**src/source/ppu_pkg.sv**
```systemverilog
package ppu_pkg;

  localparam int PPU_N = 8;
  localparam int PPU_ES = 0;
  localparam int PPU_SCALE_W = 6;

  // the helper functions below work on this width; the caller passes its own posit width.
  localparam int PPU_MAX_W = 32;

  typedef enum logic [1:0] {
    ADD = 2'd0,
    SUB = 2'd1,
    MUL = 2'd2,
    DIV = 2'd3
  } operation_e;

  function automatic logic [PPU_MAX_W-1:0] width_mask(input int unsigned n);
    return (n >= PPU_MAX_W) ? '1 : ((PPU_MAX_W'(1) << n) - 1'b1);
  endfunction

  function automatic logic is_zero(input logic [PPU_MAX_W-1:0] p, input int unsigned n);
    return (p & width_mask(n)) == '0;
  endfunction

  // NaR is the sign bit alone.
  function automatic logic is_nar(input logic [PPU_MAX_W-1:0] p, input int unsigned n);
    return (p & width_mask(n)) == (PPU_MAX_W'(1) << (n - 1));
  endfunction

  function automatic logic [PPU_MAX_W-1:0] c2(input logic [PPU_MAX_W-1:0] p,
                                              input int unsigned n);
    return (~p + 1'b1) & width_mask(n);
  endfunction

endpackage
```
**src/source/posit_result_stage.sv**
```systemverilog
`timescale 1ns/1ns

module posit_result_stage
  import ppu_pkg::*;
#(
  parameter int N = PPU_N,
  parameter int ES = PPU_ES
) (
  input  logic                           clk_i,
  input  logic                           rst_n_i,
  input  logic                           start_i,
  input  logic                           valid_i,
  input  logic                           sign_i,
  input  logic signed [PPU_SCALE_W-1:0]  scale_i,
  input  logic [2*N-1:0]                 frac_i,
  input  logic                           sticky_i,
  input  logic                           special_i,
  input  logic [N-1:0]                   special_posit_i,
  output logic [N-1:0]                   result_o,
  output logic                           done_o
);

  localparam int TW = 2 * N - 1 + ES;
  localparam int LW = 3 * N + ES;
  localparam int MAX_SCALE = (N - 2) * (2 ** ES);

  logic special_q;
  logic [N-1:0] special_posit_q;

  int scale_c;
  int regime;
  int exp_val;
  int reg_len;
  int cut;
  logic [TW-1:0] tail;
  logic [LW-1:0] bits;
  logic [LW-1:0] low_mask;
  logic [N-2:0] body;
  logic guard;
  logic round_up;
  logic [N-1:0] mag;
  logic [N-1:0] core_posit;

  always_comb begin
    // out-of-range scales saturate below, clamping keeps the bit string in range.
    scale_c = int'(scale_i);
    if (scale_c > MAX_SCALE) begin
      scale_c = MAX_SCALE;
    end else if (scale_c < -MAX_SCALE) begin
      scale_c = -MAX_SCALE;
    end
    regime = scale_c >>> ES;
    exp_val = scale_c - regime * (2 ** ES);

    if (regime >= 0) begin
      reg_len = regime + 2;
      bits = ((LW'(1) << (regime + 1)) - 1'b1) << 1;
    end else begin
      reg_len = 1 - regime;
      bits = LW'(1);
    end
    tail = (TW'(exp_val) << (2 * N - 1)) | TW'(frac_i[2*N-2:0]);
    bits = (bits << TW) | LW'(tail);

    // keep the top N-1 bits, round the rest to nearest even.
    cut = reg_len + TW - (N - 1);
    body = (N-1)'(bits >> cut);
    guard = bits[cut-1];
    low_mask = (LW'(1) << (cut - 1)) - 1'b1;
    round_up = guard & (((bits & low_mask) != '0) | sticky_i | body[0]);
    mag = {1'b0, body} + N'(round_up);

    if (int'(scale_i) >= MAX_SCALE) begin
      mag = {1'b0, {(N-1){1'b1}}};
    end else if (int'(scale_i) < -MAX_SCALE) begin
      mag = N'(1);
    end

    if (!frac_i[2*N-1]) begin
      core_posit = '0;
    end else if (sign_i) begin
      core_posit = N'(c2(PPU_MAX_W'(mag), N));
    end else begin
      core_posit = mag;
    end
  end

  always_ff @(posedge clk_i) begin
    if (start_i) begin
      special_q <= special_i;
      special_posit_q <= special_posit_i;
    end
    if (valid_i) begin
      result_o <= special_q ? special_posit_q : core_posit;
    end
  end

  // a new start hides the older result still in flight.
  always_ff @(posedge clk_i or negedge rst_n_i) begin
    if (!rst_n_i) begin
      done_o <= 1'b0;
    end else if (start_i) begin
      done_o <= 1'b0;
    end else if (valid_i) begin
      done_o <= 1'b1;
    end
  end

endmodule

```
**config.mk**
```make
export PLATFORM = sky130hd
export DESIGN_NAME = posit_result_stage
export DESIGN_NICKNAME = d
export VERILOG_FILES = /design/src/source/ppu_pkg.sv /design/src/source/posit_result_stage.sv
export SDC_FILE = /design/constraint.sdc
export NUM_CORES = 1
export LEC_CHECK = 0
export CORE_MARGIN = 2
export CORE_UTILIZATION = 65
export CTS_CLUSTER_SIZE = 30
export DETAILED_ROUTE_END_ITERATION = 12
export DONT_BUFFER_PORTS = 1
export PLACE_DENSITY_LB_ADDON = 0.3
export SYNTH_ARGS = -nofsm -noshare
export SYNTH_HDL_FRONTEND = slang
export SYNTH_SLANG_ARGS = --single-unit
export TNS_END_PERCENT = 30
```
**constraint.sdc**
```tcl
create_clock -name clk_i -period 3.6 [get_ports clk_i]
set_input_delay 0.72 -clock clk_i [delete_from_list [all_inputs] [get_ports clk_i]]
set_output_delay 0.72 -clock clk_i [all_outputs]
set_load 0.03 [all_outputs]
```
==> impl_metrics.ini, run 1 <==
[clocking]
ctsHoldBuffers = 0
clockRootBuffer = clkbuf_8
numCtsBuffers = 3
cts_sinks = 18
h-tree-depth = 1
clk_path_buf_depth = 2

[logic_synthesis]
synth_ff_type = edfxtp_1
synthesis.nets = 938
ys_seq_area_share_pct = 8.675
synth_edf_count = 17
yosys-top-cells-area = edfxtp_1 8.3%, ha_1 5.9%, a21oi_1 4.9%, nand2_1 4.6%, nand3_1 4.5%
synth_top_area_share_pct = 8.269
yosysUniqueCellTypes = 100
synth-seq-cells = 18
syn_inst = 872
yosys_warnings = 0
syn_avg_cell_area_sq_um = 7.080
yosys.area.top_type = edfxtp_1
synthArstFlopShare_pct = 5.556
syn-cell-area_sq_um = 6173

[global_routing]
track_usage_pct = 82.01
grt_max_degree = 25
first_global_vias = 11672
overflow = 113
grt_pass1_wl_um = 65580

[die]
die_w_um = 101.5
rows = 35
io_pins = 46
die_h_um = 101.5
initial_core_util_pct = 66.81

[outcome]
stop_stage = 5_1_grt
error_line = [ERROR GRT-0116] Global routing finished with congestion. Check the congestion regions in the DRC Viewer.
status = did not finish

[placement]
hpwl_um = 23850
post-place-ws_ns = -4.645
io_buffers = 0
dpl_cell_area_sq_um = 8423
place.gp.congestion = 1.250
dpl.cell_count = 1225
## cells by family after synthesis
logic type / Yosys count / synth area share, %
xor gates and xnor gates: 23 / 3.263
DFF: 18 / 8.674
adders and majority gates: 29 / 5.878
AOI/OAI and AO/OA: 306 / 36.26
buffers and inverters: 101 / 7.033
and+or+nand+nor: 365 / 32.67
muxes: 30 / 6.222
## Yosys cell counts (7+ instances only)
library cell and number:
nand2_1 76, a21oi_1 60, nand3_1 56, nor2_1 54, o21ai_0 46, clkbuf_1 38, nor3_1 31, ha_1 29
inv_1 27, buf_2 26, nand4_1 20, a31oi_1 19, xnor2_1 18, edfxtp_1 17, mux2i_1 17, o211ai_1 17
nand2b_1 13, and3_1 12, or3_1 12, and2_1 11, nor4_1 11, a211oi_1 10, a311oi_1 10, o2111ai_1 10
a2111oi_0 9, a21o_1 9, o31ai_1 9, a211o_1 8, o21ai_1 8, and4_1 7, mux2_2 7, nand4b_1 7
o22ai_1 7
## metrics by stage
| step | TNS [ns] | hold WS (ns) |
|---|---|---|
| after floorplan | -30.50 | 0.4244 |
| after global placement | -29.55 | 0.4244 |
| after detailed placement | -33.12 | 0.4245 |
| after CTS | -26.15 | 0.1458 |
## metal layers
layer,GRT overflow,track usage [%]
met1,0,80.15
met2,72,98.88
met3,2,68.05
met4,39,85.65
met5,0,24.52
## repair_timing
action                     4_1_cts
gates resized for setup         46
setup endpoints to repair        8
pin swaps                       21
buffers inserted                10
==> run 2: changes to the inputs <==
- CORE_UTILIZATION: 65 -> 40
- CTS_CLUSTER_SIZE: 30 -> not set
- PLACE_DENSITY_LB_ADDON: 0.3 -> 0.15
==> run 2 against run 1 <==
Compared with the run above: the flow now finishes, with violations (negative setup slack); area after synthesis stayed put; synthesized cell count stayed put.
==> impl_metrics.ini, run 2 <==
[outcome]
status = complete, but fails checks
violations = negative setup slack

[placement]
place.gp.congestion = 1.060
hpwl_um = 23310
io_buffers = 0
post-place-ws_ns = -4.277

[finish]
drive_gt1_share_pct = 40.33
mostFrequentLayoutCells = 328 x buf_4, 74 x nand2_1, 57 x a21oi_1
num-fill-cells = 1431
biggestRegsByFlops = result_o (8), special_posit_q (8)
final_common_cell = buf_4
utilization_pct = 61.12
syn2layout_area_growth_pct = 49.96
nNetsFinal = 1205
seq_area_sq_um = 535.5
multi_input_comb_area_sq_um = 5768

[min_path]
hold_path.class = in -> async

[timing]
max_slew_margin_pct = 42.96
hold_viol = 0
period_needed_ns = 7.133
setup_violations = 8
fmax_mhz = 140.2
tns_ns = -25.48
final_max_slew_viol_count = 0
rsz0062_at_grt = true
clock_skew_ns = 0.001603
final.setup.worst_slack_ns = -3.533
worstMarginPinSlew_ns = 0.8556
finalCritPeriodShare_pct = 198.1
holdWs_ns = 0.1606

[pwr]
powerDensity_nw_per_um2 = 242.3
finalPower_mw = 2.243
peakVddDrop_mv = 0.1702
leakage_nw = 3.779

[logic_synthesis]
synth_ff_type = edfxtp_1
synth_top_area_share_pct = 8.269
syn_inst = 872
yosys_warnings = 0
synth_edf_count = 17
syn-cell-area_sq_um = 6173
yosys-top-cells-area = edfxtp_1 8.3%, ha_1 5.9%, a21oi_1 4.9%, nand2_1 4.6%, nand3_1 4.5%
yosys.area.top_type = edfxtp_1
synthArstFlopShare_pct = 5.556
synthesis.nets = 938
synth-seq-cells = 18
yosysUniqueCellTypes = 100
yosys-top-cells-count = 76 x nand2_1, 60 x a21oi_1, 56 x nand3_1
yosysMostFrequentCell = nand2_1
syn_avg_cell_area_sq_um = 7.080
ys_seq_area_share_pct = 8.675

[drt]
drc = 0
vias = 8591
totalWireLength_um = 29120
drt-wirelength-per-cell_um = 21.95
vias_per_cell = 6.474
ant_nets = 0
drt_pass1_iterations = 5
drt_iter0_markers = 810

[clocking]
cts_tree = built
cts_sinks = 18
clockRootBuffer = clkbuf_16
ctsHoldBuffers = 0
clkTransAtPathRegs_ns = 0.05
worst_skew_pair.late_latency_ns = 0.25
clk_path_buf_depth = 2
h-tree-depth = 1
numCtsBuffers = 3

[worst_setup_path]
crit_family = simple AND/OR/NAND/NOR gates
required_ns = 3.61
crit_buf_inv = 2
worstReg2RegStart = special_q
critPathSlowestCell = or4_4
endpoint_kind = flop
cp_max_fo = 13
cp_data_arrival_time_ns = 7.14
crit_type = in -> reg
worst_path_most_repeated_cell = ha_4
r2r-end = result_o[5]
worstSetupStartpointType = primary input
crit_cells = 32
r2r_slack_ns = 1.85
r2r_cells = 5
cpPeakStageDelay_ns = 0.53

[die]
io_pins = 46
coreArea_sq_um = 15150
fp.dieArea_sq_um = 16440
die_h_um = 128.2
initial_core_util_pct = 40.76
die_w_um = 128.2
rows = 45

[global_routing]
grt_pass1_wl_um = 44980
grt_max_degree = 23
overflow = 0
track_usage_pct = 34.58
antenna_found_initial = 1
first_global_vias = 8188

[run]
drv_cap = 0
-- run 2: cell counts after synthesis --
Identical to the previous run, type by type.
-- run 2: cell type report --
type	instances	area share (%)
antenna	1	0.02703
clock buffer	3	0.8109
clock inverter	1	0.04055
inverter	31	1.311
multi-input combinational	753	62.31
sequential	18	5.785
tap	188	2.541
timing repair buffer	332	27.18
-- run 2: how the worst max path moves through the flow --
stage / startpoint / end / slack (ns)
after floorplan: scale_i[5] / result_o[6] / -4.24
after global placement: scale_i[2] / result_o[6] / -4.17
after detailed placement: scale_i[2] / result_o[6] / -4.28
after CTS: scale_i[2] / result_o[6] / -3.58
after global routing: scale_i[2] / result_o[6] / -3.85
final: scale_i[2] / result_o[6] / -3.53
-- run 2: cells by family after synthesis --
| logic type | share of synthesized area [%] |
|---|---|
| mux | 6.222 |
| fa+ha+maj | 5.878 |
| xor+xnor | 3.263 |
| buf+inv | 7.033 |
| simple gates | 32.67 |
| compound gates | 36.26 |
| flops | 8.674 |
-- run 2: layer usage --
| metal | vias to the layer above | routed length, um | share of wire [%] | global-route usage, % |
|---|---|---|---|---|
| met3 | 74 | 2582 | 8.9 | 6.761 |
| met2 | 422 | 13130 | 45 | 55.76 |
| li1 | 3975 | - | - | - |
| met5 | - | 0 | 0 | 0 |
| met4 | 0 | 1092 | 3.7 | 11.76 |
| met1 | 4120 | 12320 | 42 | 46.10 |
-- run 2: power by group --
part	internal (mW)	switching [mW]	leakage, nW
registers	0.252	0.0271	0.181
logic	0.801	0.936	3.56
clock network	0.148	0.0793	0.0385
total	1.20	1.04	3.78
-- run 2: stage by stage --
step	cell area, sq um	cells
floorplan	6511	872
global placement	8682	1307
global route	9255	1326
detailed placement	8682	1307
CTS	8975	1320
finish	9258	1327
-- run 2: timing repair --
action                                  in CTS  in global routing
cloned                                       0                  0
pin swaps                                   15                 23
gates resized for setup                     27                 42
buffers inserted                             9                  6
endpoints found under the setup margin       8                  8
(Power assumes the default switching activity.)
