==> src/source/ppu_pkg.sv <==
package ppu_pkg;

  localparam int PPU_N = 8;
  localparam int PPU_ES = 0;
  localparam int PPU_SCALE_W = 6;

  // the helper functions below work on this width; the caller passes its own posit width.
  localparam int PPU_MAX_W = 32;

  typedef enum logic [1:0] {
    ADD = 2'd0,
    SUB = 2'd1,
    MUL = 2'd2,
    DIV = 2'd3
  } operation_e;

  function automatic logic [PPU_MAX_W-1:0] width_mask(input int unsigned n);
    return (n >= PPU_MAX_W) ? '1 : ((PPU_MAX_W'(1) << n) - 1'b1);
  endfunction

  function automatic logic is_zero(input logic [PPU_MAX_W-1:0] p, input int unsigned n);
    return (p & width_mask(n)) == '0;
  endfunction

  // NaR is the sign bit alone.
  function automatic logic is_nar(input logic [PPU_MAX_W-1:0] p, input int unsigned n);
    return (p & width_mask(n)) == (PPU_MAX_W'(1) << (n - 1));
  endfunction

  function automatic logic [PPU_MAX_W-1:0] c2(input logic [PPU_MAX_W-1:0] p,
                                              input int unsigned n);
    return (~p + 1'b1) & width_mask(n);
  endfunction

endpackage
==> src/source/posit_special_handler.sv <==
`timescale 1ns/1ns

module posit_special_handler
  import ppu_pkg::*;
#(
  parameter int N = PPU_N
) (
  input  operation_e       op_i,
  input  logic [N-1:0]     p1_i,
  input  logic [N-1:0]     p2_i,
  output logic             special_o,
  output logic [N-1:0]     pout_o
);

  localparam logic [N-1:0] NAR = {1'b1, {(N-1){1'b0}}};

  logic zero1;
  logic zero2;
  logic nar1;
  logic nar2;
  logic nar_any;
  logic [N-1:0] neg_p2;

  assign zero1 = is_zero(PPU_MAX_W'(p1_i), N);
  assign zero2 = is_zero(PPU_MAX_W'(p2_i), N);
  assign nar1 = is_nar(PPU_MAX_W'(p1_i), N);
  assign nar2 = is_nar(PPU_MAX_W'(p2_i), N);
  assign nar_any = nar1 | nar2;
  assign neg_p2 = N'(c2(PPU_MAX_W'(p2_i), N));

  assign special_o = zero1 | zero2 | nar_any;

  // only meaningful while special_o is high, so at least one operand is zero or NaR here.
  always_comb begin
    case (op_i)
      ADD: begin
        if (nar_any) begin
          pout_o = NAR;
        end else if (zero1) begin
          pout_o = p2_i;
        end else begin
          pout_o = p1_i;
        end
      end
      SUB: begin
        if (nar_any) begin
          pout_o = NAR;
        end else if (zero2) begin
          pout_o = p1_i;
        end else begin
          // zero minus x.
          pout_o = neg_p2;
        end
      end
      MUL: begin
        pout_o = nar_any ? NAR : '0;
      end
      default: begin
        // div: anything over zero is NaR, zero over a regular posit is zero.
        pout_o = (nar_any || zero2) ? NAR : '0;
      end
    endcase
  end

endmodule

==> config.mk <==
export PLATFORM = sky130hd
export DESIGN_NAME = posit_special_handler
export DESIGN_NICKNAME = d
export VERILOG_FILES = /design/src/source/ppu_pkg.sv /design/src/source/posit_special_handler.sv
export SDC_FILE = /design/constraint.sdc
export NUM_CORES = 1
export LEC_CHECK = 0
export BUFFER_PORTS_ARGS = -buffer_cell sky130_fd_sc_hd__buf_2
export CORE_AREA = 2 2 39 41
export DETAILED_ROUTE_END_ITERATION = 12
export DIE_AREA = 0 0 41 43
export PLACE_DENSITY = 0.74
export SLEW_MARGIN = 20
export SYNTH_ARGS = -nofsm -noshare
export SYNTH_HDL_FRONTEND = slang
export SYNTH_SLANG_ARGS = --single-unit
==> constraint.sdc <==
create_clock -name vclk -period 1.3
set_input_delay 0.065 -clock vclk [all_inputs]
set_output_delay 0.065 -clock vclk [all_outputs]
set_load 0.03 [all_outputs]
==> results.sh, run 1 <==
export IMPL_status="finished with violations"
export IMPL_failed_checks="negative setup slack"
export IMPL_share_clk_of_total_power_pct=0
export IMPL_post_place_ws_ns=-0.252
export IMPL_dpl_hpwl_mm=1.47
export IMPL_layout_cells_non_filler=136
export IMPL_wire_per_inst_um=16.9
export IMPL_cp_end_kind="primary output"
export IMPL_grtUsageMet3_pct=2.09
export IMPL_synth_distinct_cells=29
export IMPL_cp_max_fo=6
export IMPL_crit_start="p1_i[4]"
export IMPL_critPathTopFamily="simple AND/OR/NAND/NOR gates"
export IMPL_gp_congestion=0.906
export IMPL_rsz0062_at_grt="true"
export IMPL_use_met1_pct=33.5
export IMPL_crit_buf_inv=3
export IMPL_die_area_um2=1760
export IMPL_slowest_delay_ns=0.32
export IMPL_port_buffers=27
export IMPL_ys_seq_area_share_pct=0
export IMPL_antenna_found_initial=0
export IMPL_syn_nets=86
export IMPL_ios=27
export IMPL_multi_input_area_um2=674
export IMPL_seq_area_um2=0
export IMPL_grt_pass1_vias=802
export IMPL_cp_required_ns=1.24
export IMPL_path_cells="buf_8 > nor4_4 > nand2_2 > nor2_4 > buf_12 > a211oi_4 > a211oi_4 > buf_6"
export IMPL_hold_path_class="in -> out"
export IMPL_irDropWorstVdd_uv=216
export IMPL_synth_top_area_share_pct=14.5
export IMPL_antenna_left=0
export IMPL_vias_per_cell=5.86
export IMPL_cpMostUsedCell="a211oi_4"
export IMPL_initial_core_util_pct=33.6
export IMPL_nClkBuffers=0
export IMPL_syn2layout_area_growth_pct=151
export IMPL_worst_slew_pin_slew_ns=0.381
export IMPL_die_h_um=43
export IMPL_crit_path_start_kind="input port"
export IMPL_p_per_area_nw_per_um2=336
export IMPL_switching_share_pct=52.7
export IMPL_finalNetCount=141
export IMPL_placed_cells=132
export IMPL_rows=14
export IMPL_power_leakage_nw=0.483
export IMPL_drv_cap=0
export IMPL_setup_viol=8
export IMPL_core_um2=1380
export IMPL_power_frac_comb_pct=100.0
export IMPL_drive_gt1_share_pct=75.0
export IMPL_grt_pass1_wl_mm=3.48
export IMPL_netlist_top_cells_area="a211oi_1, mux2i_1, nor4_4"
export IMPL_ys_warn_count=0
export IMPL_grt_max_degree=11
export IMPL_final_area_um2=1170
export IMPL_synth_largest_area_cell="a211oi_1"
export IMPL_dr_total_vias=797
export IMPL_synthCells=67
export IMPL_max_freq_mhz=684
export IMPL_fin_crit_sh_pct=113
export IMPL_fillers=80
export IMPL_postCtsHoldBufs=0
export IMPL_pwr_share_seq_pct=0
export IMPL_crit_slowest_cell="nor4_4"
export IMPL_report_final_hold_viol_count=0
export IMPL_syn_area_um2=465
export IMPL_routed_wl_mm=2.29
export IMPL_syn_avg_cell_area_um2=6.95
export IMPL_critPathKind="in -> out"
export IMPL_intPower_uw=185
export IMPL_placed_cell_area_um2=911
export IMPL_setup_ws_ns=-0.163
export IMPL_grt_total_usage_pct=27.4
export IMPL_crit_arrival_ns=1.40
export IMPL_first_iter_violations=21
export IMPL_relSlewSlack_pct=74.5
export IMPL_dr_pass1_iters=4
export IMPL_drv_slew=0
export IMPL_die_w_um=41
export IMPL_grt_remaining_overflow=0
export IMPL_n_sequential_cell=0
export IMPL_min_from="p1_i[7]"
export IMPL_grt_util_met2_pct=48.8
export IMPL_min_period_ns=1.46
export IMPL_switchingPower_uw=207
export IMPL_grt_busiest_layer="met2"
export IMPL_drc=0
export IMPL_diodes=0
worst paths after layout:
kind  depth (start not counted)        end  slack (ns)
max                           8  pout_o[2]       -0.16
min                           4  pout_o[0]        0.55
worst min-delay path, cell delays in order:
cell and delay (ns):
buf_2 0.11, or4_4 0.13, a21oi_4 0.04, buf_6 0.13
synthesized netlist by cell type, types with 2 or more instances:
library cell / number
mux2i_1: 6
clkbuf_1: 3
nor4_4: 2
inv_1: 4
a31oi_1: 3
a21oi_1: 2
nor4_1: 2
nand3_1: 4
nand4_1: 2
a211oi_1: 9
nor3_1: 4
nand2_1: 6
nor2_1: 4
cells by family after synthesis:
kind of cell | synth area share [%]
AO/OA/AOI/OAI | 33.1
multiplexers | 15.3
XOR/XNOR | 1.88
adder cells (fa/ha/maj) | 2.69
AND/OR/NAND/NOR | 41.4
buffers and inverters | 5.64
power groups by stage:
stage          Clock, mW  Sequential (mW)  Combinational (mW)
2_1_floorplan          0                0               0.156
3_3_place_gp           0                0               0.291
3_5_place_dp           0                0               0.297
4_1_cts                0                0               0.364
5_1_grt                0                0               0.412
6_report               0                0               0.392
placed cells by master, fill, tap and decap left out, types with 3 or more instances in the layout:
cell type,synthesis,final
nor4_4,2,4
nor3_2,0,4
buf_6,0,7
a211oi_2,1,3
buf_4,0,29
buf_2,0,15
nand2_1,6,4
inv_1,4,4
a211oi_4,0,6
nor2_1,4,3
buf_8,0,3
mux2i_1,6,4
a31oi_1,3,3
layer usage:
| metal | wire length [um] | part of all wire [%] | vias up |
|---|---|---|---|
| met2 | 1250 | 54 | 43 |
| li1 | - | - | 366 |
| met1 | 920 | 40 | 386 |
| met3 | 106 | 4.6 | 2 |
| met5 | 0 | 0 | - |
| met4 | 17 | 0.74 | 0 |
cell type report:
class / instances / area share (%)
repair buffers: 56 / 39.2
multi-input cells: 60 / 57.8
well taps: 16 / 1.72
inverters: 4 / 1.29
stage by stage:
stage	TNS (ns)	hold WS [ns]	utilization [%]	power, mW
2_1_floorplan	-0.0139	0.315	-	0.156
3_3_place_gp	-1.27	0.565	65.8	0.291
3_5_place_dp	-1.48	0.567	65.8	0.297
4_1_cts	-0.591	0.533	80.6	0.364
5_1_grt	-1.49	0.560	84.3	0.412
6_report	-0.892	0.548	84.3	0.392
what timing repair did:
action	4_1_cts	5_1_grt
hold endpoints to repair	0	0
pin swaps	10	9
gates cloned	0	0
gates resized for setup	40	9
setup buffers	3	1
setup endpoints to repair	8	8
No activity file was read; power rests on OpenSTA's default activity.
==> run 2, diff against run 1 <==
Settings changed: BUFFER_PORTS_ARGS -buffer_cell sky130_fd_sc_hd__buf_2 to -buffer_cell sky130_fd_sc_hd__buf_4.
==> run 2 against run 1 <==
Utilization is 2.7 points lower; critical path depth is 1 lower; clock-buffer cell count stayed put; the run still ends with negative setup slack left; critical endpoint is now pout_o[6]; power is 3.1% lower; wire length is 7.7% lower.
==> results.sh, run 2 (synthesized netlist as in run 1, its figures left out) <==
export IMPL_status="finished with violations"
export IMPL_failed_checks="negative setup slack"
export IMPL_report_final_hold_viol_count=0
export IMPL_dpl_hpwl_mm=1.50
export IMPL_cp_required_ns=1.24
export IMPL_cp_end_kind="primary output"
export IMPL_layout_common_cells="buf_4, buf_6, mux2i_1, a211oi_2"
export IMPL_final_common_cell="buf_4"
export IMPL_wire_per_inst_um=15.6
export IMPL_ios=27
export IMPL_share_clk_of_total_power_pct=0
export IMPL_grt_max_degree=14
export IMPL_cp_max_fo=6
export IMPL_routed_wl_mm=2.12
export IMPL_p_per_area_nw_per_um2=336
export IMPL_gp_congestion=0.892
export IMPL_switchingPower_uw=192
export IMPL_drv_cap=0
export IMPL_fin_total_pwr_uw=379
export IMPL_irDropWorstVdd_uv=204
export IMPL_setup_ws_ns=-0.176
export IMPL_wl_met1_um=838
export IMPL_antenna_found_initial=0
export IMPL_intPower_uw=187
export IMPL_fillers=78
export IMPL_max_freq_mhz=678
export IMPL_die_area_um2=1760
export IMPL_utilization_pct=81.6
export IMPL_grt_total_usage_pct=27.5
export IMPL_die_w_um=41
export IMPL_vias_per_cell=5.61
export IMPL_drv_slew=0
export IMPL_placed_cell_area_um2=993
export IMPL_port_buffers=27
export IMPL_crit_arrival_ns=1.41
export IMPL_wl_met3_um=94
export IMPL_core_um2=1380
export IMPL_crit_path_start_kind="input port"
export IMPL_grt_pass1_vias=783
export IMPL_rsz0062_at_grt="true"
export IMPL_finalSetupTns_ns=-1.06
export IMPL_worst_slew_pin_slew_ns=0.312
export IMPL_seq_area_um2=0
export IMPL_power_frac_comb_pct=100.0
export IMPL_initial_core_util_pct=33.6
export IMPL_antenna_left=0
export IMPL_grt_remaining_overflow=0
export IMPL_syn2layout_area_growth_pct=142
export IMPL_dr_pass1_iters=4
export IMPL_highest_layer="met4"
export IMPL_nClkBuffers=0
export IMPL_n_sequential_cell=0
export IMPL_postCtsHoldBufs=0
export IMPL_hold_path_class="in -> out"
export IMPL_first_iter_violations=19
export IMPL_switching_share_pct=50.6
export IMPL_dr_total_vias=763
export IMPL_rows=14
export IMPL_critPathKind="in -> out"
export IMPL_pwr_share_seq_pct=0
export IMPL_setup_viol=8
export IMPL_fin_crit_sh_pct=114
export IMPL_grt_pass1_wl_mm=3.44
export IMPL_relSlewSlack_pct=79.1
export IMPL_drc=0
export IMPL_power_leakage_nw=0.484
export IMPL_final_area_um2=1130
export IMPL_drive_gt1_share_pct=73.3
export IMPL_finalNetCount=141
export IMPL_min_period_ns=1.48
export IMPL_wl_met2_mm=1.17
export IMPL_diodes=0
export IMPL_die_h_um=43
==> run 2: cell counts in the layout (fill, tap and decap cells not counted) <==
Identical to the previous run, type by type.
==> run 2: layout make-up <==
| cell class | instances | area (um2) | share of cell area [%] |
|---|---|---|---|
| Multi-Input combinational cell | 60 | 616 | 54.5 |
| Tap cell | 16 | 20.0 | 1.77 |
| Inverter | 4 | 15.0 | 1.33 |
| Timing Repair Buffer | 56 | 478 | 42.4 |
==> run 2: critical path, cell delays in order <==
cell and delay, ns:
buf_8 0.10, nor4_4 0.33, nand2_2 0.14, nor2_4 0.25, a211oi_2 0.14, nor3_2 0.19, buf_4 0.19
==> run 2: what timing repair did <==
action                     in CTS  in global routing
hold endpoints to repair        0                  0
cloned                          0                  0
buffers inserted                2                  0
pin swaps                      16                  2
setup endpoints to repair       8                  9
gates resized for setup        26                  3
==> run 2: path summary, 6_finish.rpt <==
| path | start | end | slack [ns] | cells after the start |
|---|---|---|---|---|
| max | p1_i[6] | pout_o[6] | -0.18 | 7 |
| min | op_i[0] | pout_o[5] | 0.54 | 3 |
==> run 2: power by group through the flow <==
stage	combinational [mW]	sequential [mW]	clock (mW)
4_1_cts	0.371	0	0
3_5_place_dp	0.330	0	0
3_3_place_gp	0.323	0	0
2_1_floorplan	0.156	0	0
6_report	0.379	0	0
5_1_grt	0.402	0	0
==> run 2: through the flow <==
step	setup slack (ns)	hold slack [ns]	instances
after detailed placement	-0.213	0.542	134
after global placement	-0.167	0.539	134
after floorplan	-0.0139	0.315	67
after CTS	-0.113	0.537	136
after global routing	-0.246	0.562	136
final	-0.176	0.545	136
==> run 2: routing by layer <==
metal  track usage [%]  up-vias
met4              4.00        0
met1              32.9      370
met3              1.05        2
met2              50.9       23
li1                  -      368
met5                 0        -
==> run 3, diff against run 2 <==
Settings changed: CAP_MARGIN set to 0.
Clock period 1.3 ns to 1.9 ns, I/O delays scaled along.
==> run 3 against run 2 <==
The run now ends clean; cell area down 38%; combinational power fell by 57%; die area unchanged; sequential cell count unchanged; hold slack better by 0.081 ns; critical path depth did not move; sequential share of layout area did not move; via count shrank 17%; critical path type unchanged; first-iteration DRC count unchanged.
==> results.sh, run 3 (synthesized netlist as in run 1, its figures left out) <==
export IMPL_drv_cap=0
export IMPL_rows=14
export IMPL_placed_cells=109
export IMPL_final_common_cell="buf_4"
export IMPL_first_iter_violations=19
export IMPL_grt_max_degree=20
export IMPL_drive_gt1_share_pct=41.9
export IMPL_die_area_um2=1760
export IMPL_wl_met3_um=92
export IMPL_gp_congestion=0.801
export IMPL_layout_cells_non_filler=109
export IMPL_vias_per_cell=5.83
export IMPL_cp_max_fo=4
export IMPL_grt_pass1_vias=532
export IMPL_placed_cell_area_um2=698
export IMPL_crit_path_start_kind="input port"
export IMPL_cp_required_ns=1.80
export IMPL_irDropWorstVdd_uv=89.8
export IMPL_highest_layer="met3"
export IMPL_nClkBuffers=0
export IMPL_drv_slew=0
export IMPL_min_from="p1_i[7]"
export IMPL_path_cells="buf_4 > or2_2 > nor4_1 > xnor2_1 > mux2i_1 > a211oi_1 > buf_4"
export IMPL_worst_slew_pin_slew_ns=0.414
export IMPL_core_um2=1380
export IMPL_post_place_ws_ns=0.328
export IMPL_ios=27
export IMPL_cpMostUsedCell="buf_4"
export IMPL_layout_common_cells="buf_4, a211oi_1, mux2i_1, nand2_1"
export IMPL_antenna_found_initial=0
export IMPL_crit_slowest_cell="or2_2"
export IMPL_cp_end_kind="primary output"
export IMPL_diodes=0
export IMPL_dr_pass1_iters=4
export IMPL_postCtsHoldBufs=0
export IMPL_hold_depth=4
export IMPL_wl_met1_um=684
export IMPL_crit_buf_inv=2
export IMPL_die_h_um=43
export IMPL_rsz0062_at_grt="false"
export IMPL_drc=0
export IMPL_setup_ws_ns=0.329
export IMPL_grt_total_usage_pct=17.6
export IMPL_hold_path_class="in -> out"
export IMPL_dr_total_vias=635
export IMPL_grt_pass1_wl_mm=2.33
export IMPL_die_w_um=41
export IMPL_min_to="pout_o[7]"
export IMPL_max_freq_mhz=636
export IMPL_n_sequential_cell=0
export IMPL_fin_crit_sh_pct=82.7
export IMPL_wl_met2_um=687
export IMPL_critPathTopFamily="simple AND/OR/NAND/NOR gates"
export IMPL_routed_wl_mm=1.46
export IMPL_finalSetupTns_ns=0
export IMPL_dpl_hpwl_mm=1.18
export IMPL_min_period_ns=1.57
export IMPL_fillers=145
export IMPL_grt_remaining_overflow=0
export IMPL_power_leakage_nw=0.313
export IMPL_finalNetCount=114
export IMPL_port_buffers=27
export IMPL_relSlewSlack_pct=72.2
export IMPL_status="complete, no violations"
export IMPL_critPathKind="in -> out"
export IMPL_report_final_hold_viol_count=0
export IMPL_p_per_area_nw_per_um2=233
export IMPL_cts_resized=0
export IMPL_initial_core_util_pct=33.6
export IMPL_slowest_delay_ns=0.33
export IMPL_antenna_left=0
export IMPL_seq_area_um2=0
export IMPL_syn2layout_area_growth_pct=50.0
export IMPL_setup_viol=0
export IMPL_crit_arrival_ns=1.48
export IMPL_wire_per_inst_um=13.4
export IMPL_final_area_um2=698
export IMPL_path_depth=7
export IMPL_postCtsSetupBuffers=0
## run 3: cell count changes in the layout (fill, tap and decap cells not counted), sizes merged
cell  change
buf      -27
## run 3: stage by stage
step / hold WS [ns] / util (%) / total power [mW]
floorplan: 0.392 / - / 0.0830
detailed placement: 0.619 / 50.5 / 0.163
global placement: 0.615 / 50.5 / 0.161
CTS: 0.621 / 50.5 / 0.163
global route: 0.643 / 50.5 / 0.176
finish: 0.625 / 50.5 / 0.163
## run 3: report_power, final
group          leakage (nW)  internal, mW  switching, mW  total (mW)
sequential                0             0              0           0
clock                     0             0              0           0
combinational         0.313        0.0707         0.0923       0.163
total                 0.313        0.0707         0.0923       0.163
## run 3: cell type report
class,instances,area (um2),share of cell area [%]
multi-input combinational,60,445,63.8
timing repair buffer,29,218,31.2
tap,16,20.0,2.87
inverter,4,15.0,2.15
## run 3: worst max-delay path by stage
stage             from        end
2_1_floorplan  p2_i[0]  pout_o[5]
3_3_place_gp   p2_i[0]  pout_o[3]
3_5_place_dp   p2_i[0]  pout_o[5]
4_1_cts        p2_i[0]  pout_o[5]
5_1_grt        p2_i[0]  pout_o[4]
6_report       p2_i[0]  pout_o[5]
## run 3: worst min-delay path: cells and delay by family
kind | cells | cell delay, ns
buf+inv | 2 | 0.29
simple gates | 1 | 0.07
compound gates | 1 | 0.07
## run 3: per-layer routing
layer | vias up | GRT usage, %
met5 | - | 0
met4 | 0 | 0
met3 | 0 | 0
met2 | 21 | 27.2
met1 | 295 | 28.2
li1 | 319 | -
